**src/verilog/wfd5_defs.svh**
```systemverilog
`ifndef WFD5_DEFS_SVH
`define WFD5_DEFS_SVH

// data path widths
`define WFD5_SAMPLE_W 13  // raw adc sample, over-range in bit 0
`define WFD5_HALF_W   16  // sample after sign extension
`define WFD5_WORD_W   32  // two samples per memory word
`define WFD5_ADDR_W   12  // 4096 words of sample memory

// event header fifo
`define WFD5_HDR_DEPTH 16
`define WFD5_HDR_WORDS 3  // channel, trigger number, last address

// apb register map, byte offsets
`define WFD5_REG_BUF_SIZE  16'h0000
`define WFD5_REG_POST_TRIG 16'h0004
`define WFD5_REG_CHAN_NUM  16'h0008
`define WFD5_REG_INIT_TRIG 16'h000C
`define WFD5_REG_CUR_TRIG  16'h0010
`define WFD5_REG_STATUS    16'h0014
`define WFD5_REG_HDR_POP   16'h0018
`define WFD5_MEM_BASE      16'h1000  // word n at base + 4*n

`endif

```
**src/verilog/header_fifo.sv**
```systemverilog
`timescale 1ns/1ns
`include "wfd5_defs.svh"

module header_fifo (
  input  logic                    clk,
  input  logic                    reset,
  input  logic                    push,
  input  logic [`WFD5_WORD_W-1:0] din,
  input  logic                    pop,
  output logic [`WFD5_WORD_W-1:0] dout,   // head word, always visible
  output logic                    full,
  output logic                    empty
);

  localparam int PTR_W = $clog2(`WFD5_HDR_DEPTH);

  logic [`WFD5_WORD_W-1:0] mem [`WFD5_HDR_DEPTH];
  logic [PTR_W-1:0]        wr_ptr;
  logic [PTR_W-1:0]        rd_ptr;
  logic [PTR_W:0]          count;   // one extra bit to reach depth
  logic                    do_push;
  logic                    do_pop;

  assign do_push = push && !full;
  assign do_pop  = pop && !empty;
  assign full    = (count == (PTR_W + 1)'(`WFD5_HDR_DEPTH));
  assign empty   = (count == '0);
  assign dout    = mem[rd_ptr];

  // storage
  always_ff @(posedge clk) begin
    if (do_push) mem[wr_ptr] <= din;
  end

  // pointers wrap on their own at a power-of-two depth
  always_ff @(posedge clk) begin
    if (reset) begin
      wr_ptr <= '0;
      rd_ptr <= '0;
      count  <= '0;
    end else begin
      if (do_push) wr_ptr <= wr_ptr + 1'b1;
      if (do_pop) rd_ptr <= rd_ptr + 1'b1;
      case ({do_push, do_pop})
        2'b10:   count <= count + 1'b1;
        2'b01:   count <= count - 1'b1;
        default: ;  // both or neither
      endcase
    end
  end

  ////////////////////////////////////////
  // the fsm waits on full and the apb side checks empty
  a_no_push_full: assert property (@(posedge clk) disable iff (reset) full |-> !push);
  a_no_pop_empty: assert property (@(posedge clk) disable iff (reset) empty |-> !pop);

endmodule

```
**config.mk**
```make
export PLATFORM = sky130hd
export DESIGN_NAME = header_fifo
export DESIGN_NICKNAME = d
export VERILOG_FILES = /design/src/verilog/header_fifo.sv
export VERILOG_INCLUDE_DIRS = /design/src /design/src/verilog
export SDC_FILE = /design/constraint.sdc
export NUM_CORES = 1
export LEC_CHECK = 0
export BUFFER_PORTS_ARGS = -buffer_cell sky130_fd_sc_hd__buf_2
export CORE_ASPECT_RATIO = 1.2
export CORE_MARGIN = 2
export CORE_UTILIZATION = 55
export DETAILED_ROUTE_END_ITERATION = 10
export PLACE_DENSITY_LB_ADDON = 0.05
export SYNTH_ARGS = -nofsm -noshare
export SYNTH_HDL_FRONTEND = slang
export SYNTH_SLANG_ARGS = --single-unit
```
**constraint.sdc**
```tcl
create_clock -name clk -period 3.55 [get_ports clk]
set_clock_uncertainty 0.2 [all_clocks]
set_input_delay 0.71 -clock clk [delete_from_list [all_inputs] [get_ports clk]]
set_output_delay 0.71 -clock clk [all_outputs]
set_load 0.01 [all_outputs]
```
==> flow_summary.ini <==
[sta]
postLayoutSetupSlackWorst_ps = 139
slew_viol_final = 0
worstMarginPinSlew_ps = 1050
max_slew_margin_pct = 29.6
hold_violations = 0
max_freq_mhz = 293
period_needed_ps = 3410
fin_tns_setup_ps = 0
setup_viol = 0
timing.final.crit_share_pct = 96.1
rsz0062_at_grt = no

[synthesis]
ys_warn_count = 0
seq_area_frac_synth_pct = 78.1
synth_top_area_share_pct = 76.4
synth_top_area_cell = edfxtp_1
synth-edff-count = 512
synthTopCellsByArea = edfxtp_1, mux4_2, a22oi_1
synth_commonest_cells = edfxtp_1, mux4_2, a22oi_1, nand2_1, nor2_1
syn_inst = 909
syn-mean-instance-area_um2 = 22.1
synth-main-ff-cell = edfxtp_1
syn_area_um2 = 20100
ys_ff_latch = 529
synthArstFlopShare_pct = 0
syn-num-nets = 953
yosysMostFrequentCell = edfxtp_1
ys_types = 42

[place]
dp_hpwl_um = 23900
post-place-ws_ps = 198
gp_congestion = 0.738
portBuffers = 69

[global_route]
grt_pass1_wl_um = 62700
grt_max_degree = 33
gr-total-overflow = 0
track_usage_pct = 23.2
grt_pass1_vias = 9890
antenna_found_initial = 1

[min_path]
worstHoldEndpoint = mem[13][9]
worstHoldStart = din[9]
hold_path_class = in -> reg
holdPathStages = 1

[cts]
clock-sinks = 529
cts_hold_buf = 0
cts-root-buf = clkbuf_16
numCtsBuffers = 50
clock_path_buffers = 3
insertion_delay_ps = 560
htree_levels = 2
cts_tree = yes
clk_pin_slew_ps = 60

[worst_setup_path]
critPathRequiredTime_ps = 2640
crit_path_cell_trace = buf_4, mux4_2, a22oi_1, nand2_1, buf_2
path_max_fanout = 28
worstPathArrival_ps = 2500
r2r_slack_ps = 230
r2r_cells = 10
crit_family = flip-flops
path_buf_inv = 2
crit_path_end_kind = output port
cp_slowest_stage_delay_ps = 750
r2r_end = count[4]
start_kind = flip-flop
slowest_stage = dfxtp_4
cp.depth = 5
crit_type = reg -> out
r2r-start = count[1]

[detailed_routing]
drc = 0
routed_wl_um = 42600
via_per_inst = 6.15
num_vias = 9455
wl_per_cell_um = 27.7
ant_nets = 0
dr.pass1.iters = 5
first_iter_violations = 873

[floorplanning]
io-pin-count = 70
die_y_um = 214
die_w_um = 179
coreArea_um2 = 35900
dieArea_um2 = 38100
start_util_pct = 56.0
rows = 76

[final_layout]
fillers = 2443
syn_to_final_growth_pct = 14.9
final_nets = 1074
n_antenna_cell = 0
drive_gt1_share_pct = 32.8

[power_and_ir_drop]
p_sw_uw = 3450
comb_power_share_pct = 15.9
p_per_area_nw_per_um2 = 627
power.share.switching_pct = 23.8
p_leak_uw = 0.00737
pwr-share-seq_pct = 49.6
internal_power_uw = 11100
power_frac_clock_pct = 34.6
peakVddDrop_mv = 0.473

[outcome]
status = complete, no violations

[flow_run]
max_cap_violations = 0
-- state kept, by name, indices dropped and copies added (netlist names), named ones only --
name    count
mem       512
count       5
rd_ptr      4
wr_ptr      4
-- kinds of logic after synthesis --
logic type      after synthesis  synth area share (%)
fa+ha+maj                     8                 0.498
simple gates                 93                  2.07
compound gates               80                  3.17
flops                       529                  78.1
xor+xnor                      8                 0.348
buf+inv                      59                  1.28
mux                         132                  14.5
-- layout by cell type (no fill, tap or decap), types with 13 or more instances in the layout --
cell	Yosys	layout
nor2_1	34	21
buf_2	14	69
edfxtp_1	512	512
a22oi_1	64	64
buf_4	1	36
nor2_4	0	13
dfxtp_1	17	15
mux4_2	128	128
nand2_1	38	38
buf_12	0	16
clkbuf_16	0	51
-- final cells by class --
type                       count  area [um2]  share of cell area, %
sequential                   529       15700                   68.0
inverter                       7        26.3                  0.114
clock buffer                  62        1330                   5.74
multi-input combinational    321        4310                   18.6
clock inverter                29         216                  0.936
timing repair buffer         121         936                   4.05
tap                          468         586                   2.53
-- what timing repair did --
| action | in CTS | in global routing |
|---|---|---|
| gates resized for setup | 0 | 1 |
| setup endpoints to repair | 2 | 1 |
| buffers inserted | 5 | 0 |
| endpoints found under the hold margin | 0 | 0 |
-- worst reg2reg max path, stage by stage (launching register included) --
cell      delay (ps)
dfxtp_1          380
or4_4            630
o21a_4           260
inv_1             60
ha_2             270
xor2_1           190
ha_1             230
inv_1             80
a21o_1           170
a221oi_1         360
mux2_2           370
-- worst max path at each step --
stage,startpoint,endpoint,slack [ps]
2_1_floorplan,count[1],count[4],340
3_3_place_gp,count[1],count[4],410
3_5_place_dp,count[1],count[4],200
4_1_cts,flip-flop,dout[0],80
5_1_grt,flip-flop,dout[0],30
6_report,flip-flop,dout[0],140
-- per-layer routing --
metal  vias up  routed length [um]  GRT usage [%]
met3        52                2620           3.48
met2       300               22200           40.0
li1       4073                   -              -
met4         2                 650           5.30
met5         -                  14              0
met1      5028               17100           31.8
-- power by group through the flow --
stage | Clock [uW] | Combinational (uW) | Sequential [uW]
floorplan | 0 | 1630 | 7240
global placement | 0 | 2180 | 7330
detailed placement | 0 | 2250 | 7350
CTS | 5100 | 2330 | 7190
global route | 5330 | 2500 | 7200
finish | 5010 | 2300 | 7190
-- through the flow --
stage               utilization [%]  total power, uW  area [um2]  std cells  hold slack, ps
detailed placement             59.9             9610       21500       1441             311
finish                         64.3            14500       23100       1537             316
global placement               59.9             9520       21500       1441             299
global route                   64.3            15000       23100       1537             303
floorplan                         -             8870       20100        909             272
CTS                            64.3            14600       23100       1537             291
Note: power is estimated with default switching activity, not from simulation.
