File: src/verilog/wfd5_defs.svh
`ifndef WFD5_DEFS_SVH
`define WFD5_DEFS_SVH

// data path widths
`define WFD5_SAMPLE_W 13  // raw adc sample, over-range in bit 0
`define WFD5_HALF_W   16  // sample after sign extension
`define WFD5_WORD_W   32  // two samples per memory word
`define WFD5_ADDR_W   12  // 4096 words of sample memory

// event header fifo
`define WFD5_HDR_DEPTH 16
`define WFD5_HDR_WORDS 3  // channel, trigger number, last address

// apb register map, byte offsets
`define WFD5_REG_BUF_SIZE  16'h0000
`define WFD5_REG_POST_TRIG 16'h0004
`define WFD5_REG_CHAN_NUM  16'h0008
`define WFD5_REG_INIT_TRIG 16'h000C
`define WFD5_REG_CUR_TRIG  16'h0010
`define WFD5_REG_STATUS    16'h0014
`define WFD5_REG_HDR_POP   16'h0018
`define WFD5_MEM_BASE      16'h1000  // word n at base + 4*n

`endif

File: src/verilog/wfd5_pkg.sv
`include "wfd5_defs.svh"

package wfd5_pkg;

  // one memory word, later sample in the upper half
  typedef struct packed {
    logic [`WFD5_HALF_W-1:0] hi;
    logic [`WFD5_HALF_W-1:0] lo;
  } adc_word_t;

  // acquisition setup from the register block
  typedef struct packed {
    logic [`WFD5_ADDR_W-1:0] buffer_size;     // 0 means the full 4096
    logic [`WFD5_ADDR_W-1:0] post_trig_size;  // words kept after the trigger
    logic [7:0]              channel_num;
  } acq_cfg_t;

  // write port of the sample memory
  typedef struct packed {
    logic                    we;
    logic [`WFD5_ADDR_W-1:0] addr;
    logic [`WFD5_WORD_W-1:0] data;
  } mem_wr_t;

  typedef struct packed {
    logic        psel;
    logic        penable;
    logic        pwrite;
    logic [15:0] paddr;
    logic [31:0] pwdata;
  } apb_req_t;

  typedef struct packed {
    logic        pready;
    logic        pslverr;
    logic [31:0] prdata;
  } apb_rsp_t;

  // packed so that running lands in bit 0
  typedef struct packed {
    logic hdr_empty;
    logic done;
    logic triggered;
    logic running;
  } acq_status_t;

endpackage

File: src/verilog/adc_sample_packer.sv
`timescale 1ns/1ns
`include "wfd5_defs.svh"

module adc_sample_packer (
  input  logic                     clk,
  input  logic                     reset,
  input  logic                     start,         // arm pulse, restarts pairing
  input  logic [`WFD5_SAMPLE_W-1:0] sample,
  input  logic                     sample_valid,
  output wfd5_pkg::adc_word_t      word,
  output logic                     word_valid
);

  logic [`WFD5_SAMPLE_W-1:0] first_q;  // earlier sample of the pair
  logic                      have_first;

  // copy bit 12 into the top three bits
  function automatic logic [`WFD5_HALF_W-1:0] sext(input logic [`WFD5_SAMPLE_W-1:0] s);
    sext = {{(`WFD5_HALF_W - `WFD5_SAMPLE_W){s[`WFD5_SAMPLE_W-1]}}, s};
  endfunction

  // pairing control
  always_ff @(posedge clk) begin
    if (reset || start) begin
      have_first <= 1'b0;  // half a pair is dropped here
      word_valid <= 1'b0;
    end else begin
      word_valid <= sample_valid && have_first;
      if (sample_valid) have_first <= !have_first;
    end
  end

  // sample and word registers
  always_ff @(posedge clk) begin
    if (sample_valid && !have_first) first_q <= sample;
    if (sample_valid && have_first) begin
      word.lo <= sext(first_q);
      word.hi <= sext(sample);  // newest sample goes high
    end
  end

endmodule

File: config.mk
export PLATFORM = sky130hd
export DESIGN_NAME = adc_sample_packer
export DESIGN_NICKNAME = d
export VERILOG_FILES = /design/src/verilog/wfd5_pkg.sv /design/src/verilog/adc_sample_packer.sv
export VERILOG_INCLUDE_DIRS = /design/src /design/src/verilog
export SDC_FILE = /design/constraint.sdc
export NUM_CORES = 1
export LEC_CHECK = 0
export BUFFER_PORTS_ARGS = -buffer_cell sky130_fd_sc_hd__buf_2
export CAP_MARGIN = 20
export CORE_ASPECT_RATIO = 0.7
export CORE_MARGIN = 2
export CORE_UTILIZATION = 30
export CTS_CLUSTER_SIZE = 16
export DETAILED_ROUTE_END_ITERATION = 16
export GPL_TIMING_DRIVEN = 1
export HOLD_SLACK_MARGIN = 0.05
export PLACE_DENSITY = 0.52
export SETUP_SLACK_MARGIN = 0.15
export SLEW_MARGIN = 20
export SYNTH_ARGS = -nofsm -noshare
export SYNTH_HDL_FRONTEND = slang
export SYNTH_SLANG_ARGS = --single-unit
File: constraint.sdc
create_clock -name clk -period 1 [get_ports clk]
set_input_delay 0.2 -clock clk [delete_from_list [all_inputs] [get_ports clk]]
set_output_delay 0.2 -clock clk [all_outputs]
set_load 0.1 [all_outputs]
==> results of run 1 <==
==> how the worst min path moves through the flow <==
stage                       to  slack, ns
detailed placement  word_valid       0.39
finish              word_valid        0.1
global placement    word_valid       0.38
global route        word_valid       0.08
floorplan           word_valid       0.26
CTS                 word_valid       0.08
==> cells by family after synthesis <==
group / after synthesis / synth area share [%]
xor gates and xnor gates: 1 / 0.674
DFF: 41 / 93.2
buffers and inverters: 6 / 3.46
and+or+nand+nor: 4 / 2.69
==> state kept, by name, indices dropped and copies added, names as in the netlist <==
| name | cells |
|---|---|
| word | 26 |
| first_q | 13 |
| have_first | 1 |
| word_valid | 1 |
==> power groups by stage <==
stage                     logic (mW)  clock network, mW  registers (mW)
final                          0.461               1.53            1.97
after floorplan               0.0758                  0            2.16
after CTS                      0.453               1.55            1.98
after detailed placement       0.394                  0            2.02
after global placement         0.390                  0            2.02
after global routing           0.478               1.64            1.98
==> per-stage QoR <==
stage / util, % / hold WS (ns)
detailed placement: 52.3 / 0.386
CTS: 60.1 / 0.0772
floorplan: - / 0.261
global route: 60.7 / 0.0811
global placement: 52.3 / 0.377
finish: 60.7 / 0.0970
==> worst register-to-register path, stage by stage, from the launching register on <==
cell     delay (ns)
dfxtp_2        0.33
and2_4         0.17
buf_6          0.12
buf_12         0.11
buf_16         0.13
nor3b_2        0.14
==> routing by layer <==
layer  vias up  track usage [%]  part of all wire (%)
met1       331             12.7                    40
met5         -                0                     0
met4         0             3.51                  0.44
met3         2             5.49                   9.3
met2        35             16.1                    50
li1        330                -                     -
==> repair_timing <==
action                     4_1_cts  5_1_grt
gates resized for setup          7        6
setup endpoints to repair       73       74
pin swaps                        1        2
setup buffers                    9        0
gates cloned                     3        0
==> layout make-up <==
type / instances / share of cell area (%)
flip-flops and latches: 41 / 49.4
repair buffers: 63 / 39.7
clock buffers: 5 / 2.80
multi-input cells: 6 / 2.75
clock inverters: 3 / 2.65
well taps: 52 / 2.65
==> cell usage after synthesis <==
library cell   n
nor3b_2        1
and2b_2        1
edfxtp_1      39
buf_4          6
and2_4         1
dfxtp_1        2
nor3_1         1
xnor2_1        1
==> results.txt, run 1 <==
- WS Path Type: flop to primary output
- Count of TritonRoute iterations in the first routing pass: 4
- Clk pin slew, worst setup/hold paths: 0.08 ns
- Along the worst hold path, the cell count comes to 2.
* Wire length per cell after detailed routing: 13.5 um
- The number of hold violations in the final report came to 0.
* Startpoint types: flop
* Clock Root Buffer: clkbuf_8
- Via-to-Cell Ratio: 4.11
* Antenna-violating nets left: 0
* Final number of setup-violating endpoints: 73
* Crit path max-delay cell type: edfxtp_1
- Count of mapped cells out of synthesis: 52
- TritonCTS built the clock tree.
- The endpoint identified for the worst register-to-register timing path is word_valid.
- Yosys warnings: 0
- Sequential share of the synthesized area: 93.2%
* Largest delay share family, worst path: flip-flops
- Clk_lat worst skew: 0.28 ns
* Final period utilization: 122%
- Worst hold path class: input pin to flop
- Area post-placement: 2110 um2
- Area added between synthesis and finish: 88.8%
- Of the total power, the share spent switching nets is 21.1%.
- Leaving out fill and tap cells, the most frequent cells in the layout are edfxtp_1 (39), buf_12 (38), buf_2 (16).
* Post-layout total power: 3.97 mW
- Maxcap violations: 0
* Die outline area: 4880 um2
- Via count of the first global-routing pass: 702
- Maximum clock frequency: 0.820 GHz
- For this block, the initial DRC count from the detailed router was 37.
- Wire length after detailed routing: 2290 um
* Number of filler cells placed in the layout: 298
* Overall global routing resource usage: 10.4%
- The setup check on the worst reg-to-reg path leaves a slack of -0.10 ns.
- Headroom to the max-slew limit came out at 90.2%.
- The internal portion of the total power is 3.13 mW.
* Ranking of synthesized cells by area: edfxtp_1 (90%), buf_4 (3.5%), dfxtp_1 (3.1%), nor3b_2 (0.96%), and2_4 (0.67%)
- Setup repair after global routing could not meet its margin everywhere.
- Along the worst path, the maximum fanout reaches 3.
- The critical path goes through buf_6 -> buf_12.
- The analysis attributes to net switching a power of 838 uW.
* Setup ws final: -0.220 ns
- Sink count of the clock tree: 41
* CP Capture Type: primary output
- Averaged over all synthesized cells, the footprint is 25.0 um2.
- Number of different library cells in the post-synthesis netlist: 8
- Core footprint: 4040 um2
- 0 antenna diodes ended up in the layout.
- The final reports fail on negative setup slack.
- Post-layout instance count excluding filler cells: 170
* Cell taking the most area after synthesis: edfxtp_1
- Summed over all failing endpoints, the final setup total negative slack is -5.76 ns.
* Max IR drop VDD: 0.962 mV
- Clock skew: 0.00509 ns
- Worst Max-Slew Pin Slew: 0.147 ns
- Of the cells placed in the final design, the portion with a size suffix greater than 1 is 66.9%.
- Largest net degree at the start of global routing: 14
- Number of placed I/O pins: 50
* Worst setup endpoint: word[30]
- Hold wc startpoint: start
- Horizontal extent of the die: 82.7 um
- Clock tree synthesis inserted a total of 5 buffers.
- Number of levels in the clock H-tree: 2
- Arrival time worst endpoint: 1.02 ns
- Register share of total power: 49.8%
- Cell Count Post-Placement: 150
* Max-slew violations: 0
- Largest buffer count on any clock path: 2
* Startpoint of the worst-slack reg-to-reg timing path: have_first
* Syn nets: 69
- Required time at the worst-slack endpoint: 0.80 ns
- Summing all flip-flop and latch instances after layout gives 1210 um2.
- The flow ran to the end, but the final reports show violations.
* Post-layout minimum cycle time: 1.22 ns
- Buf+Inv Stages, Crit Path: 2
- After global routing the overflow that remains totals 0.
- Vias post-DR: 698
- RD Place Congestion: 0.601
* Clock power share: 38.6%
* Cell area after technology mapping: 1300 um2
* Comb power frac: 11.6%
* Nets@finish: 134
- Source of the critical timing path: word[28]
* Most common library cell in the layout ignoring fill and taps: edfxtp_1
- Summing all multi-input logic gate instances after layout gives 67.6 um2.
- Post-synth top area share: 90.1%
* Crit. path cell count: 2
- In this run the core area contains 19 standard-cell rows.
- Lkg Pwr: 0.952 nW
* DRC violation count after routing: 0
- Pwr dens: 1620 nW/um2
- First-pass GRT wire length: 3540 um
- Vert. Die Dim: 59.1 um
* Effective utilization at floorplan: 32.2%
* Delay of the slowest critical-path stage: 0.42 ns
* Quantity of I/O buffers inserted on ports: 49
- Hold bufs inserted after CTS: 0
- Seq cells post-synth: 41
* Pre-CTS worst setup slack: -0.00274 ns
- The number of cells on the worst reg-to-reg path is 5.
* Antenna violations before repair: 0
* Area of all placed cells without fillers: 2450 um2
No activity file was read; power rests on OpenSTA's default activity.
==> run 2, diff against run 1 <==
PLACE_DENSITY = 0.5   (was 0.52)
clock period = 1.3 ns   (was 1 ns; I/O delays follow)
==> results.txt, run 2 (synthesis results as in run 1) <==
* Largest net degree at the start of global routing: 28 (+14)
- Delay of the slowest critical-path stage: 0.42 ns (about the same)
* RD Place Congestion: 0.589 (-2.0%)
- Largest registers in the final layout: word (26), first_q (13)
* CP Capture Type: primary output
- Setup repair after global routing missed its margin: true
- The final setup violation count came to 0 (-100%).
- The total grt overflow came to 0 (unchanged).
* Clk_lat worst skew: 0.28 ns (about the same)
- Hold bufs inserted after CTS: 0 (unchanged)
- The signal on the critical path passes through buf_12 -> buf_12.
* Area post-placement: 2030 um2 (-3.8%)
- Max reg flops: 26 (unchanged)
* Final Hold Viols: 0 (unchanged)
- DRC violation count after routing: 0 (unchanged)
* Max IR drop VDD: 0.750 mV (-22%)
- The number of violations reported at the end of detailed-routing iteration 0 is 16 (-57%).
* Run status: finished clean
- Horizontal extent of the die: 82.7 um (unchanged)
- Among the stages of the critical path, the cell type that occurs most often is buf_12.
- Clock power share: 28.8% (-9.8 points)
* Required time at the worst-slack endpoint: 1.04 ns (+0.24 ns)
- Effective utilization at floorplan: 32.2% (unchanged)
* Largest delay share family, worst path: flip-flops
* Cell internal pwr: 1.96 mW (-37%)
- Clock skew: 0.00455 ns (-0.000539 ns)
- Pwr dens: 1170 nW/um2 (-27%)
- WS Path Type: flop to primary output
* Area added between synthesis and finish: 67.3%
* Final period utilization: 98.7%
- Area of all placed cells without fillers: 2170 um2 (-11%)
* CTS buffer count: 5 (unchanged)
- Maximum clock frequency: 0.780 GHz
- Buf+Inv Stages, Crit Path: 2 (unchanged)
- Net switching component of the power: 588 uW (-30%)
- Diodes inserted: 0 (unchanged)
- Comb power frac: 11.6% (about the same)
- The residual antenna-violating net count after detailed routing is 0 (unchanged).
- The power after layout is 2.55 mW (-36%).
* Highest-count cells in the layout ignoring fill and taps: edfxtp_1 (39), buf_12 (34), buf_2 (16)
* Maxcap violations: 0 (unchanged)
- The worst max-slew margin expressed relative to the limit was 77.4% (-13 points).
- Cell Count Post-Placement: 147 (-2.0%)
- The share of layout cells above drive strength 1 was 58.1% (-8.9 points).
- Quantity of I/O buffers inserted on ports: 49 (unchanged)
- First-pass GRT wire length: 3080 um (-13%)
- Die outline area: 4880 um2 (unchanged)
* Post-layout minimum cycle time: 1.28 ns
* Largest buffer count on any clock path: 2 (unchanged)
- The total routing resource utilization after global routing is 9.41% (-1.0 points).
* Register-to-register setup slack: 0.23 ns (+0.33 ns)
- Vert. Die Dim: 59.1 um (unchanged)
- The worst-margin pin slew is 0.340 ns (+0.193 ns).
* Crit path max-delay cell type: edfxtp_1
* Lkg Pwr: 0.824 nW (-13%)
* Count of TritonRoute iterations in the first routing pass: 4 (unchanged)
- The number of vias per cell after detailed routing is 3.94 (-4.1%).
* Share of total power consumed by net switching: 23.0% (+1.9 points)
- The largest fanout on the critical path was 4 (+1).
- The number of clock sinks seen by CTS is 41 (unchanged).
- The library cell used most frequently in the layout, excluding fill and tap cells, is edfxtp_1.
* Clk pin slew, worst setup/hold paths: 0.07 ns (about the same)
- The worst setup path is launched from a flop.
- More flip-flops sit in one register than any other, and that register is word.
* Arrival time worst endpoint: 1.02 ns (about the same)
- Clock Root Buffer: clkbuf_8
* CTS tree: done
- Number of levels in the clock H-tree: 2 (unchanged)
* Register share of total power: 59.6% (+9.8 points)
- Number of filler cells placed in the layout: 325 (+9.1%)
- The HPWL after detailed placement is 1470 um.
- The total wire length was 2010 um (-12%).
* Via count of the first global-routing pass: 640 (-8.8%)
* Nets@finish: 121 (-9.7%)
- Vias post-DR: 618 (-11%)
- Number of placed I/O pins: 50 (unchanged)
- Core footprint: 4040 um2 (unchanged)
- The count of placed standard cells in the final layout, fillers left out was 157 (-7.6%).
- Worst hold path class: input pin to flop
- Wire length per cell after detailed routing: 12.8 um (-5.1%)
- The max-slew violation count came to 0 (unchanged).
- The number of placement rows is 19 (unchanged).
- The initial antenna violation count came to 0 (unchanged).
run 2: area by class of cell:
type / count / area (um2) / area share, %
Tap cell: 52 / 65.1 / 2.99
Multi-Input combinational cell: 5 / 43.8 / 2.01
Timing Repair Buffer: 51 / 772 / 35.5
Clock inverter: 3 / 12.5 / 0.575
Sequential cell: 41 / 1210 / 55.8
Clock buffer: 5 / 68.8 / 3.16
run 2: layer usage:
metal  vias up  global-route usage (%)  wire, um
met2        40                    13.4       978
met5         -                       0         0
met1       281                    10.5       704
li1        295                       -         -
met4         0                    5.62        18
met3         2                    6.25       307
run 2: what timing repair did:
item	4_1_cts	5_1_grt
setup buffers	2	0
gates resized for setup	3	3
setup endpoints to repair	33	33
run 2: path summary, 6_finish.rpt:
check	from	endpoint	cells past startpoint
max	word[28]	word[31]	2
min	start	word_valid	2
max reg2reg	have_first	first_q[11]	1
min reg2reg	first_q[2]	word[2]	0
run 2: power by group through the flow:
stage / clock, mW / combinational (mW) / sequential (mW)
final: 0.734 / 0.295 / 1.52
after global routing: 0.818 / 0.308 / 1.52
after CTS: 0.771 / 0.298 / 1.52
after detailed placement: 0 / 0.287 / 1.55
after global placement: 0 / 0.283 / 1.55
after floorplan: 0 / 0.0567 / 1.66
run 2: metrics by stage:
step	setup WS, ns	hold WS [ns]	util [%]	TNS [ns]
2_1_floorplan	-0.282	0.321	-	-1.69
3_3_place_gp	0.231	0.400	50.3	0
3_5_place_dp	0.212	0.405	50.3	0
4_1_cts	0.00366	0.133	53.5	0
5_1_grt	-0.0191	0.135	53.8	-0.122
6_report	0.0175	0.142	53.8	0
