### src/verilog/wfd5_defs.svh
`ifndef WFD5_DEFS_SVH
`define WFD5_DEFS_SVH

// data path widths
`define WFD5_SAMPLE_W 13  // raw adc sample, over-range in bit 0
`define WFD5_HALF_W   16  // sample after sign extension
`define WFD5_WORD_W   32  // two samples per memory word
`define WFD5_ADDR_W   12  // 4096 words of sample memory

// event header fifo
`define WFD5_HDR_DEPTH 16
`define WFD5_HDR_WORDS 3  // channel, trigger number, last address

// apb register map, byte offsets
`define WFD5_REG_BUF_SIZE  16'h0000
`define WFD5_REG_POST_TRIG 16'h0004
`define WFD5_REG_CHAN_NUM  16'h0008
`define WFD5_REG_INIT_TRIG 16'h000C
`define WFD5_REG_CUR_TRIG  16'h0010
`define WFD5_REG_STATUS    16'h0014
`define WFD5_REG_HDR_POP   16'h0018
`define WFD5_MEM_BASE      16'h1000  // word n at base + 4*n

`endif

### src/verilog/wfd5_pkg.sv
`include "wfd5_defs.svh"

package wfd5_pkg;

  // one memory word, later sample in the upper half
  typedef struct packed {
    logic [`WFD5_HALF_W-1:0] hi;
    logic [`WFD5_HALF_W-1:0] lo;
  } adc_word_t;

  // acquisition setup from the register block
  typedef struct packed {
    logic [`WFD5_ADDR_W-1:0] buffer_size;     // 0 means the full 4096
    logic [`WFD5_ADDR_W-1:0] post_trig_size;  // words kept after the trigger
    logic [7:0]              channel_num;
  } acq_cfg_t;

  // write port of the sample memory
  typedef struct packed {
    logic                    we;
    logic [`WFD5_ADDR_W-1:0] addr;
    logic [`WFD5_WORD_W-1:0] data;
  } mem_wr_t;

  typedef struct packed {
    logic        psel;
    logic        penable;
    logic        pwrite;
    logic [15:0] paddr;
    logic [31:0] pwdata;
  } apb_req_t;

  typedef struct packed {
    logic        pready;
    logic        pslverr;
    logic [31:0] prdata;
  } apb_rsp_t;

  // packed so that running lands in bit 0
  typedef struct packed {
    logic hdr_empty;
    logic done;
    logic triggered;
    logic running;
  } acq_status_t;

endpackage

### src/verilog/readout_regs.sv
`timescale 1ns/1ns
`include "wfd5_defs.svh"

module readout_regs (
  input  logic                    clk,
  input  logic                    reset,
  input  wfd5_pkg::apb_req_t      apb_req,
  input  logic [31:0]             cur_trig_num,
  input  wfd5_pkg::acq_status_t   status,
  input  logic [`WFD5_WORD_W-1:0] rd_data,
  input  logic [`WFD5_WORD_W-1:0] hdr_dout,
  input  logic                    hdr_empty,
  output wfd5_pkg::apb_rsp_t      apb_rsp,
  output wfd5_pkg::acq_cfg_t      cfg,
  output logic [31:0]             init_trig_num,
  output logic                    init_trig_we,
  output logic [`WFD5_ADDR_W-1:0] rd_addr,
  output logic                    hdr_pop
);

  logic                  access;      // apb access phase
  logic [15:0]           mem_off;     // byte offset into the window
  logic                  is_mem;
  logic                  mem_rd;
  logic                  mem_wait_q;  // wait state done, data on rd_data
  logic                  mapped;
  logic                  writable;
  logic                  hdr_rd;
  logic                  err;
  logic [31:0]           rd_val;
  wfd5_pkg::acq_status_t st;

  assign access  = apb_req.psel && apb_req.penable;
  assign mem_off = apb_req.paddr - `WFD5_MEM_BASE;
  assign is_mem  = (apb_req.paddr >= `WFD5_MEM_BASE) && (mem_off[15:14] == 2'b00);
  assign mem_rd  = is_mem && !apb_req.pwrite;
  assign rd_addr = mem_off[13:2];  // byte to word address

  ////////////////////////////////////////
  // address decode and read mux
  always_comb begin
    st           = status;
    st.hdr_empty = hdr_empty;  // straight from the fifo
    mapped       = 1'b1;
    writable     = 1'b0;
    hdr_rd       = 1'b0;
    case (apb_req.paddr)
      `WFD5_REG_BUF_SIZE: begin
        writable = 1'b1;
        rd_val   = {20'h0, cfg.buffer_size};
      end
      `WFD5_REG_POST_TRIG: begin
        writable = 1'b1;
        rd_val   = {20'h0, cfg.post_trig_size};
      end
      `WFD5_REG_CHAN_NUM: begin
        writable = 1'b1;
        rd_val   = {24'h0, cfg.channel_num};
      end
      `WFD5_REG_INIT_TRIG: begin
        writable = 1'b1;
        rd_val   = init_trig_num;
      end
      `WFD5_REG_CUR_TRIG: rd_val = cur_trig_num;  // read only
      `WFD5_REG_STATUS:   rd_val = {28'h0, st};
      `WFD5_REG_HDR_POP: begin
        hdr_rd = 1'b1;
        rd_val = hdr_empty ? '0 : hdr_dout;  // nothing to pop gives zero
      end
      default: begin
        mapped = is_mem;  // everything else is a hole
        rd_val = rd_data;
      end
    endcase
  end

  assign err = !mapped || (apb_req.pwrite && !writable) || (hdr_rd && hdr_empty);

  // window reads need one wait state, all else completes at once
  always_comb begin
    apb_rsp.pready  = access && (!mem_rd || mem_wait_q);
    apb_rsp.pslverr = apb_rsp.pready && err;
    apb_rsp.prdata  = (apb_rsp.pready && !apb_req.pwrite && !err) ? rd_val : '0;
  end

  assign hdr_pop = apb_rsp.pready && hdr_rd && !err;  // one pop per good read

  ////////////////////////////////////////
  // configuration registers
  always_ff @(posedge clk) begin
    if (reset) begin
      cfg.buffer_size    <= '0;  // 0 is the full 4096 words
      cfg.post_trig_size <= '0;
      cfg.channel_num    <= '0;
      init_trig_num      <= '0;
      init_trig_we       <= 1'b0;
      mem_wait_q         <= 1'b0;
    end else begin
      init_trig_we <= 1'b0;
      mem_wait_q   <= access && mem_rd && !mem_wait_q;
      if (access && apb_req.pwrite && writable) begin
        case (apb_req.paddr)
          `WFD5_REG_BUF_SIZE:  cfg.buffer_size    <= apb_req.pwdata[`WFD5_ADDR_W-1:0];
          `WFD5_REG_POST_TRIG: cfg.post_trig_size <= apb_req.pwdata[`WFD5_ADDR_W-1:0];
          `WFD5_REG_CHAN_NUM:  cfg.channel_num    <= apb_req.pwdata[7:0];
          `WFD5_REG_INIT_TRIG: begin
            init_trig_num <= apb_req.pwdata;
            init_trig_we  <= 1'b1;  // counter loads a cycle later
          end
          default: ;
        endcase
      end
    end
  end

endmodule

### config.mk
export PLATFORM = sky130hd
export DESIGN_NAME = readout_regs
export DESIGN_NICKNAME = d
export VERILOG_FILES = /design/src/verilog/wfd5_pkg.sv /design/src/verilog/readout_regs.sv
export VERILOG_INCLUDE_DIRS = /design/src /design/src/verilog
export SDC_FILE = /design/constraint.sdc
export NUM_CORES = 1
export LEC_CHECK = 0
export BUFFER_PORTS_ARGS = -buffer_cell sky130_fd_sc_hd__clkbuf_2
export CAP_MARGIN = 20
export CORE_MARGIN = 2
export CORE_UTILIZATION = 43
export DETAILED_ROUTE_END_ITERATION = 16
export PLACE_DENSITY_LB_ADDON = 0.15
export RECOVER_POWER = 100
export SLEW_MARGIN = 10
export SYNTH_ARGS = -nofsm -noshare
export SYNTH_HDL_FRONTEND = slang
export SYNTH_SLANG_ARGS = --single-unit
### constraint.sdc
create_clock -name clk -period 4.1 [get_ports clk]
set_clock_uncertainty 0.1 [all_clocks]
set_input_delay 0.82 -clock clk [delete_from_list [all_inputs] [get_ports clk]]
set_output_delay 0.82 -clock clk [all_outputs]
set_load 0.05 [all_outputs]
==> results of run 1 <==
[per-stage QoR]
step	setup TNS, ns	setup slack (ns)	std cells	util [%]
finish	0	0.0565	919	66.3
global route	0	0.0125	919	66.3
CTS	0	0.000715	919	68.2
detailed placement	0	0.0182	903	66.2
global placement	0	0.0696	903	66.2
floorplan	-0.167	-0.0320	536	-
[report_power, final]
group	internal [W]	switching [W]	leakage, nW	total (W)
clock network	0.000230	0.000282	0.0848	0.000512
registers	0.000640	0.000000120	0.531	0.000640
logic	0.000102	0.000163	1.75	0.000265
total	0.000972	0.000445	2.36	0.00142
[layer usage]
layer  track usage [%]  vias to the layer above  part of all wire [%]
met1              36.7                     2377                    39
li1                  -                     2398                     -
met5                 0                        -                 0.081
met3              7.46                       31                   9.4
met4              8.31                        2                   2.0
met2              49.4                      292                    49
[critical path, delay by kind of cell]
family / cells / cell delay (ns)
AOI/OAI and AO/OA: 2 / 0.73
buffers and inverters: 4 / 0.61
adders and majority gates: 1 / 0.15
and+or+nand+nor: 3 / 0.80
[cells by family after synthesis]
logic type | count (synthesis) | share of synthesized area (%)
flip-flops | 66 | 31.7
multiplexers | 25 | 6.09
AO/OA/AOI/OAI | 174 | 30.6
adder cells (fa/ha/maj) | 2 | 0.600
buffers and inverters | 65 | 7.86
AND/OR/NAND/NOR | 204 | 23.2
[state kept, by name, summed over array words and instances, names as in the netlist]
name and count:
init_trig_num 32, init_trig_we 1, cfg 32, mem_wait_q 1
[synthesized netlist by cell type, drive strengths merged]
| cell type | instances | share of area [%] |
|---|---|---|
| and2 | 2 | 0.30 |
| nor4 | 4 | 0.96 |
| nor2 | 14 | 1.3 |
| and4 | 4 | 0.84 |
| a2bb2oi | 5 | 1.1 |
| nor4bb | 1 | 0.24 |
| o311ai | 1 | 0.39 |
| clkbuf | 18 | 1.6 |
| a211oi | 29 | 8.3 |
| a21boi | 4 | 0.72 |
| or3 | 3 | 0.45 |
| o21ai | 1 | 0.12 |
| o2bb2ai | 4 | 0.84 |
| inv | 13 | 1.2 |
| a22o | 24 | 5.0 |
| a221o | 1 | 0.24 |
| or4 | 1 | 0.18 |
| o21bai | 1 | 0.18 |
| a21oi | 89 | 11 |
| o32ai | 7 | 1.5 |
| or4b | 1 | 0.33 |
| nand3 | 4 | 0.60 |
| a31oi | 1 | 0.15 |
| nor3 | 17 | 2.8 |
| mux2i | 22 | 5.3 |
| ha | 2 | 0.60 |
| nand2 | 137 | 12 |
| nand4 | 6 | 0.90 |
| nor2b | 2 | 0.30 |
| a22oi | 4 | 0.72 |
| and3 | 4 | 0.60 |
| a32oi | 3 | 0.63 |
| or2 | 1 | 0.15 |
| nor4b | 3 | 0.93 |
| buf | 34 | 5.1 |
| dfxtp | 66 | 32 |
| mux2 | 3 | 0.81 |
[final timing paths]
| path | slack [ns] | from | depth (start not counted) | end |
|---|---|---|---|---|
| setup / recovery | 0.06 | apb_req[44] | 10 | apb_rsp[13] |
| hold reg to reg | 0.37 | init_trig_num[13]$_SDFFE_PP0P_ | 2 | init_trig_num[13]$_SDFFE_PP0P_ |
| setup reg to reg | 3.28 | mem_wait_q$_SDFF_PP0_ | 3 | mem_wait_q$_SDFF_PP0_ |
| hold / removal | 0.37 | init_trig_num[13]$_SDFFE_PP0P_ | 2 | init_trig_num[13]$_SDFFE_PP0P_ |
[layout make-up]
cell class / count / area [um2]
fillers: 878 / 3140
flip-flops and latches: 66 / 1320
clock buffers: 9 / 124
well taps: 129 / 161
repair buffers: 290 / 1730
inverters: 13 / 52.6
clock inverters: 7 / 60.1
multi-input cells: 405 / 2730
[cell usage in the layout, fill, tap and decap left out, drive strengths merged, types with 2 or more instances in the layout]
cell / n
a22oi: 4
clkbuf: 254
or3: 3
inv: 16
a2bb2oi: 5
mux2i: 22
a32oi: 3
nor3: 17
buf: 45
nand2: 137
mux2: 3
ha: 2
o2bb2ai: 4
dfxtp: 66
a211oi: 29
nor2: 14
and2: 2
clkinvlp: 4
and4: 4
a21oi: 89
nand3: 4
a22o: 24
nand4: 6
nor4: 4
nor2b: 2
o32ai: 7
and3: 4
a21boi: 4
nor4b: 3
[timing repair]
item                       4_1_cts  5_1_grt
hold endpoints to repair         0        0
setup endpoints to repair        0       15
gates resized for setup          0       40
==> results.txt, run 1 <==
The run finished with clean final reports. After the first detailed-routing iteration, the DRC count stood at 259. The clock slew at the register clock pins of the worst setup and hold paths came out at 0.07 ns.

The wire length per cell is 17.5 um. The highest clock frequency the design can meet came out at approximately 250 MHz. The floorplan has 35 rows. The number of placed I/O pins is 266. The number of pins exceeding their max-slew limit in the final report is 0.

The total of flip-flops plus latches after synthesis came out at 66. The synthesis-to-finish area growth came out at 48.4%. 0 antenna diodes ended up in the layout. The net count after synthesis came out at around 690. The detailed-route DRC error count came out at 0. The number of nets in the finished design is 941. The arrival time of data at the critical path endpoint came out at ~3.1 ns. The kind of path behind the tightest hold check is reg2reg. After routing the design area is ~0.0062 mm2. The ratio of routed vias to standard cells came out at approximately 5.5. The number of detailed-route iterations in the first pass is 5. The standard cell core area came out at ~0.0093 mm2. The initial antenna violation count came out at 2. The TritonCTS sink count came out at 66. The tool flagged a number of max-cap violations equal to 0. The global-route wire length before repair is ~24 mm. The final number of hold-violating endpoints came to 0. The share of final-layout standard cells stronger than drive strength 1 came out at between 30% and 40%. The critical path in this run is classified as in2out.

The number of buffers created by CTS is 9. The die width is around 100 um. The shortest clock period the worst path allows after layout is between 4 and 5 ns. Hold timing on the final database bottoms out at a slack of 0.373 ns. The number of buffers added on ports is ~260. The number of different library cells in the post-synthesis netlist is 46. The maximum ir drop on the vdd rail is around 0.00023 V. The placed instances occupy a cell area of slightly above 0.006 mm2. The clock insertion delay at the later pin of the skew report came out at 0.34 ns. TritonCTS built the clock tree. The number of global-route vias before repair is 4,742.

Summing every instance area after synthesis gives approximately 0.0042 mm2. The post-CTS repair timing setup buffer count came out at 0. The worst setup path is launched from an input pin. The standard cell with the maximum stage delay on the critical path is or4b_4. The sum of routed wire length over all layers is 16.1 mm. The effective utilization at floorplan came out at 44.7%. The sequential area share after synthesis is 31.7%.

After legalization and detailed placement, the total HPWL measured between 10 and 15 mm. The analysis attributes to cell leakage a power of around 2.4 nW. The global router's overall resource usage came out at slightly below 30%. The required time of the critical path is ~3.2 ns.

The power consumption came out at 0.00142 W. The ratio of total power to cell area came out at ~230 mW/mm2. The final clock period utilization by the worst path is a little over nine tenths.

Measured along the y axis, the die boundary spans between 100 and 150 um. The critical path goes through clkbuf_2 -> clkinvlp_4 -> ha_1 -> or4b_4 -> nor3_2 -> nand2_1 -> a221o_4 -> buf_6 -> a211oi_2 -> buf_12. STA classifies the critical path endpoint as a primary output. Headroom to the max-slew limit came out at between 40% and 50%. The congestion estimate from routability-driven global placement came to about 0.92. The clock root buffer is clkbuf_8. The residual overflow from global routing came out at 0. For the pin with the worst max-slew slack, the measured transition is just under 0.9 ns. Setup repair after global routing left no endpoint under its margin. The Yosys step of the flow raised 0 warnings. The number of buffers inserted by hold repair at cts is 0. The peak fanout along the critical path is 17.

The largest stage delay on the critical path came out at ~0.48 ns. Setup violations remaining at the end of the flow were counted as 0. The area enclosed by the die boundary is ~0.010 mm2. The number of instances in the synthesized netlist is ~540.

The number of vias after detailed routing came out at between 5,000 and 6,000. The average size of a mapped cell came out at 7.78 um2. The H-tree was split into 3 levels. The post-route antenna net violation count came out at 0. The number of buffers on the longest clock path came out at 2.

Entering global routing, the biggest net connects 43 pins.
(Power assumes the default switching activity.)
==> run 2, diff against run 1 <==
Settings changed: REMOVE_ABC_BUFFERS set to 1.
==> run 2 against run 1 <==
Non-clock buffer count stayed put; core utilization is 3.5 points lower; worst setup slack better by 0.0077 ns; routed wire length is 2.1% higher; cell area is 5.2% lower; count of clock-buffer cells in the layout is 2 higher; hold slack worse by 0.0051 ns; clock power is 16% higher; via count is 0.35% higher; the run now ends with capacitance limit, slew limit left; sequential share of layout area is 1.2 points higher; cell count stayed put.
==> results.txt, run 2 (same netlist as run 1, synthesis figures left out) <==
The flow ran to the end, but the final reports show violations. The checks that failed: capacitance limit, slew limit. The worst hold path belongs to the class reg2reg. The TritonCTS sink count is between 60 and 70. The final number of hold-violating endpoints is 0.

The standard cell core area came out at ~0.0093 mm2. The number of buffers created by CTS is 9. In this run the power density over the cells is about 250 mW/mm2. The most critical setup path has its startpoint at apb_req[44]. The required time of the critical path came out at ~3.2 ns.

The number of placed I/O pins came out at approximately 270. The maximum ir drop on the vdd rail came out at 0.000142 V. The floorplan step set the die height to approximately 100 um. The number of pins exceeding their max-slew limit in the final report came out at 13. The number of nets in the finished design is 941.

The row count came out at 35. For this design, the slowest cell found on the critical path is or4b_4. The number of fillers in the final layout is slightly above 900. In this design, the largest share of critical-path delay is due to simple AND/OR/NAND/NOR gates.

The slew at the pin closest to its max-slew limit came out at between 1.5 and 2 ns. The half-perimeter wire length after placement is between 10 and 15 mm. The largest stage delay on the critical path is ~0.51 ns. The detailed-route DRC error count came out at 0. The routability-driven placement congestion ratio came out at 0.873.

Setup repair after global routing could not meet its margin everywhere. The initial antenna violation count is 0. The total setup violations reported at the end of the flow came out at 0. The number of violations reported at the end of detailed-routing iteration 0 came out at 219. The die width is 102 um.

In this run the worst setup path terminates at apb_rsp[3]. TritonCTS built the clock tree. The signal on the critical path passes through clkbuf_2 -> inv_1 -> ha_1 -> or4b_4 -> nor3_4 -> nand2_1 -> a221o_2 -> buf_4 -> a211oi_2 -> buf_12. In the final layout, the share of cells above drive strength 1 is 33.9%. The final layout contains routed wiring with a total length of about 16 mm.

Counting buffers and inverters, the worst setup path is 10 cells deep. The sort of element at the end of the critical path is a primary output. The worst max-slew margin expressed relative to the limit came out at -19.9%. STA classifies the critical path startpoint as an input pin. In this run the clock root is driven by a clkbuf_8. The highest clock frequency the design can meet came out at between 200 and 250 MHz. The residual overflow from global routing is 0. The number of buffers inserted by hold repair at cts came out at 0.

The worst register-to-register path ends at mem_wait_q$_SDFF_PP0_. The post-route antenna net violation count came out at 0. The reported leakage power is roughly 2.4 nW.

The post-CTS repair timing setup buffer count came out at 0. The shortest clock period the worst path allows after layout is between 4 and 5 ns. The H-tree was split into 3 levels. The largest registers in the layout are cfg (32), init_trig_num (32).

The final clock period utilization by the worst path came out at about 98%. Clock-pin slew was measured on the worst setup and hold paths at 0.07 ns. The initial utilization of the core area, before any placement, comes to between 40 and 50%. The post-placement cell count is between 900 and 1,000. The ratio of routed vias to standard cells came out at around 5.6. The count of maximum capacitance violations came out at 1. The worst-case register-to-register setup slack is 3.29 ns.

The worst reg-to-reg path cell count came out at 3. The number of global-route vias before repair is 4,790. The number of detailed-route iterations in the first pass came out at 5. The post-route non-filler standard cell count came out at 919. The final hold slack came out at between 0.3 and 0.4 ns. Leaving out fill and tap cells, the most frequent cell in the layout is clkbuf_2.

The number of cells upsized or downsized after cts came out at 0. The global-route wire length before repair is around 24 mm. The arrival time of data at the critical path endpoint came out at between 3 and 4 ns.

Together, buffers and inverters on the worst path number 4. The synthesis-to-finish area growth came out at 40.6%. The repair_antennas step left the layout with diodes totalling 0. The wire length per cell came out at 17.9 um. The maximum number of pins on one net before global-route repair came out at 40. The die covers approximately 0.010 mm2.

The number of buffers added on ports came out at 264. The worst setup path is of the in2out kind. The worst register-to-register path begins at mem_wait_q$_SDFF_PP0_. For this run, the total global-route usage over all layers was measured as about 29%. In this run the deepest clock path goes through 2 buffers.

In the layout the commonest cells are 168 x clkbuf_2, 137 x nand2_1, 89 x a21oi_1. The number of vias after detailed routing is 5,118. The later pin in the worst-skew pair is clocked with a latency of 0.33 ns. The peak fanout along the critical path came out at 10.
-- run 2: cell count changes in the layout (fill, tap and decap cells not counted), moves of 3 or more --
cell        change
a211oi_4       -25
a211oi_2       +23
buf_12         -11
clkbuf_2       +11
buf_4           +6
clkbuf_4        -5
clkinvlp_4      -4
inv_6           -3
-- run 2: how the worst min path moves through the flow --
stage	startpoint	depth (start not counted)	slack [ns]	end
final	init_trig_num[27]$_SDFFE_PP0P_	2	0.37	init_trig_num[27]$_SDFFE_PP0P_
after global routing	init_trig_num[16]$_SDFFE_PP0P_	2	0.38	init_trig_num[16]$_SDFFE_PP0P_
after CTS	cfg[25]$_SDFFE_PP0P_	2	0.37	cfg[25]$_SDFFE_PP0P_
after detailed placement	cfg[25]$_SDFFE_PP0P_	2	0.36	cfg[25]$_SDFFE_PP0P_
after global placement	cfg[24]$_SDFFE_PP0P_	2	0.35	cfg[24]$_SDFFE_PP0P_
after floorplan	mem_wait_q$_SDFF_PP0_	3	0.41	mem_wait_q$_SDFF_PP0_
-- run 2: cell type report --
type	instances	area (um2)	share of cell area, %
Clock buffer	11	131	2.24
Clock inverter	5	78.8	1.34
Inverter	13	48.8	0.832
Multi-Input combinational cell	405	2550	43.4
Sequential cell	66	1320	22.5
Tap cell	129	161	2.75
Timing Repair Buffer	290	1570	26.8
-- run 2: through the flow --
stage          setup WS, ns  power (W)  setup TNS (ns)  utilization, %  cell area (um2)
2_1_floorplan         -1.64   0.000733          -41.73               -             3890
3_3_place_gp          0.104   0.000892               0            61.4             5730
3_5_place_dp         0.0224   0.000897               0            61.4             5730
4_1_cts              0.0197    0.00148               0            63.6             5940
5_1_grt             -0.0288    0.00153         -0.0449            62.9             5860
6_report             0.0642    0.00148               0            62.9             5860
-- run 2: worst reg2reg max path: stages (launching register included) --
cell and delay [ns]:
dfxtp_1 0.33, nor2_1 0.09, nand3_1 0.08, nor3_1 0.13
-- run 2: metal layers --
metal / vias up / global-route usage, % / wire (um)
li1: 2412 / - / -
met1: 2384 / 36.2 / 6540
met2: 290 / 49.4 / 8080
met3: 32 / 5.47 / 1490
met4: 0 / 11.6 / 339
met5: - / 0 / 0
-- run 2: where the power goes --
| group | leakage (nW) | switching (W) | internal [W] |
|---|---|---|---|
| logic | 1.73 | 0.000150 | 0.0000933 |
| registers | 0.531 | 0.000000112 | 0.000641 |
| clock network | 0.107 | 0.000251 | 0.000342 |
| total | 2.37 | 0.000401 | 0.00108 |
==> run 3, diff against run 2 <==
Settings changed: CORE_AREA set to 2 2 102 104, CORE_MARGIN 2 to unset, CORE_UTILIZATION 43 to unset, DIE_AREA set to 0 0 104 106.
==> run 3 against run 2 <==
The flow still finishes with violations (capacitance limit, slew limit); first-iteration DRC count is 34% higher; sequential share of layout area decreased by 0.39 points; die area increased by 5.0%; critical endpoint is now apb_rsp[30].
==> results.txt, run 3 (same netlist as run 1, synthesis figures left out) <==
The standard cell with the maximum stage delay on the critical path is or4b_4. The final number of hold-violating endpoints is 0. The number of violations reported at the end of detailed-routing iteration 0 is between 200 and 300.

The standard cell core area is ~0.01 mm2. The number of buffers created by CTS came out at 9. The clock root buffer is clkbuf_8. The count of maximum capacitance violations came out at 1. The initial antenna violation count is 0.

For this run, the top clock speed supported by timing is ~250 MHz. The maximum ir drop on the vdd rail is approximately 0.00016 V. The number of buffers added on ports is between 200 and 300. The worst setup path is launched from an input pin. The required time of the critical path came out at 3.18 ns. The largest stage delay on the critical path came out at about 0.5 ns.

The design draws around 0.0015 W. The worst setup path is captured at a primary output. TritonCTS built the clock tree. The die is 104 um wide. The final antenna diode count is 0. The area enclosed by the die boundary is roughly 0.011 mm2.

The critical setup path kind is in2out. The sequential cells in the finished layout cover a total of about 0.0013 mm2. The reported leakage power came out at around 2.4 nW.

For this run the aggregate overflow at the end of global routing stands at 0. The number of vias after detailed routing is just over 5,000. The number of global-route vias before repair is about 4,800. Setup repair after global routing left no endpoint under its margin. The number of levels in the clock H-tree is 3. The first global-routing pass estimated about 25 mm of wire. In this run the vertical extent of the chip is roughly 110 um. The area of combinational cells with multiple inputs came out at about 0.0026 mm2.

The arrival time of data at the critical path endpoint came out at 3.07 ns. The top cell types in the final layout, fill and taps aside, are 158 x clkbuf_2, 137 x nand2_1, 89 x a21oi_1. The kind of path behind the tightest hold check is reg2reg. Walking the worst path, the cells encountered are clkbuf_2 -> inv_2 -> ha_1 -> or4b_4 -> nor3_4 -> nand2_1 -> a221o_2 -> buf_6 -> a211oi_4 -> buf_12. Summing all non-filler instances in the final layout gives an area of slightly below 0.006 mm2. The effective utilization at floorplan came out at approximately two fifths. Subtracting the final worst setup slack from the clock period gives 3.99 ns. The number of detailed-route iterations in the first pass came out at 5. The ratio of routed vias to standard cells is around 5.5. The peak fanout along the critical path is 13.

CTS saw between 60 and 70 sinks. In the global route stage, overall resource usage came out at between 20% and 30%. The number of placed I/O pins came out at about 270. The flow ran to the end, but the final reports show violations. The row count is 37. The most common library cell in the layout ignoring fill and taps is clkbuf_2.

The clock slew at the register clock pins of the worst setup and hold paths came out at 0.07 ns. The number of fillers in the final layout is roughly 980. At the end of the flow, the number of nets in the layout was approximately 950. The final reports fail on capacitance limit, slew limit. The synthesis-to-finish area growth came out at 43.1%. In the final layout, the registers with the most flip-flops are cfg (32), init_trig_num (32). Setup violations remaining at the end of the flow were counted as 0. Hold is met by around 0.37 ns.

The later pin in the worst-skew pair is clocked with a latency of ~0.34 ns. After detailed placement, the total cell area comes to around 0.0057 mm2. The maximum number of pins on one net before global-route repair is 55. The share of final-layout standard cells stronger than drive strength 1 came out at 34.4%. The wire length per cell came out at 17.7 um.

The number of buffers inserted by hold repair at cts is 0. The clock passes through at most 2 buffers. The wire-length estimate of the detail-placed layout is roughly 12 mm. Summed over all layers, the routed wires come to 16.5 mm.

In this run the remaining antenna-violating nets after routing total 0. The number of pins exceeding their max-slew limit in the final report came to 13. The worst max-slew margin expressed relative to the limit is -9.00%. The routability-driven placement congestion ratio is 0.904. The ratio of total power to cell area came out at 244 mW/mm2. At the pin with the least slew margin, the transition time is roughly 1.6 ns. The detailed-route DRC error count came out at 0. In the finished design, the share of the clock period the worst path needs comes to ~97%.
## run 3: changes by cell type in the layout (fill, tap and decap cells not counted), moves of 2 or more
cell      delta
clkbuf_2    -10
buf_2        +5
a211oi_4     +2
clkbuf_8     +2
clkbuf_1     +2
clkbuf_4     +5
## run 3: timing repair
item	in CTS	in global routing
endpoints found under the hold margin	0	0
buffers inserted	0	3
pin swaps	0	0
endpoints found under the setup margin	1	32
resized for setup	1	78
cloned	0	1
## run 3: final timing paths
| path | from | endpoint | slack (ns) | cells after the start |
|---|---|---|---|---|
| worst max-delay path | apb_req[44] | apb_rsp[30] | 0.11 | 10 |
| worst min-delay path | init_trig_num[17]$_SDFFE_PP0P_ | init_trig_num[17]$_SDFFE_PP0P_ | 0.37 | 2 |
| worst max register to register | mem_wait_q$_SDFF_PP0_ | mem_wait_q$_SDFF_PP0_ | 3.23 | 3 |
| worst min register to register | init_trig_num[17]$_SDFFE_PP0P_ | init_trig_num[17]$_SDFFE_PP0P_ | 0.37 | 2 |
## run 3: area by class of cell
cell class | count | share of cell area [%]
multi-input combinational | 405 | 43.1
tap | 136 | 2.85
timing repair buffer | 294 | 27.8
inverter | 13 | 0.818
clock buffer | 14 | 2.73
sequential | 66 | 22.1
clock inverter | 2 | 0.587
## run 3: per-layer routing
layer	track usage (%)	routed length (um)
met2	48.4	8210
met1	34.7	6740
met3	4.97	1240
met4	10.1	295
met5	0	0
## run 3: worst max-delay path, delay by kind of cell
| family | cells | cell delay, ns |
|---|---|---|
| AOI/OAI and AO/OA | 2 | 0.72 |
| adders and majority gates | 1 | 0.17 |
| buffers and inverters | 4 | 0.56 |
| and+or+nand+nor | 3 | 0.80 |
## run 3: per-stage QoR
stage | instances | setup WS (ns) | utilization, % | setup TNS, ns
floorplan | 484 | -1.64 | - | -41.73
global placement | 909 | 0.0593 | 57.3 | 0
detailed placement | 909 | 0.0107 | 57.3 | 0
CTS | 925 | 0.0262 | 59.3 | 0
global route | 930 | 0.0114 | 59.7 | 0
finish | 930 | 0.111 | 59.7 | 0
## run 3: report_power, final
part           total [W]  internal (W)  switching, W
clock network   0.000564      0.000314      0.000249
logic           0.000252     0.0000990      0.000153
registers       0.000641      0.000641   0.000000118
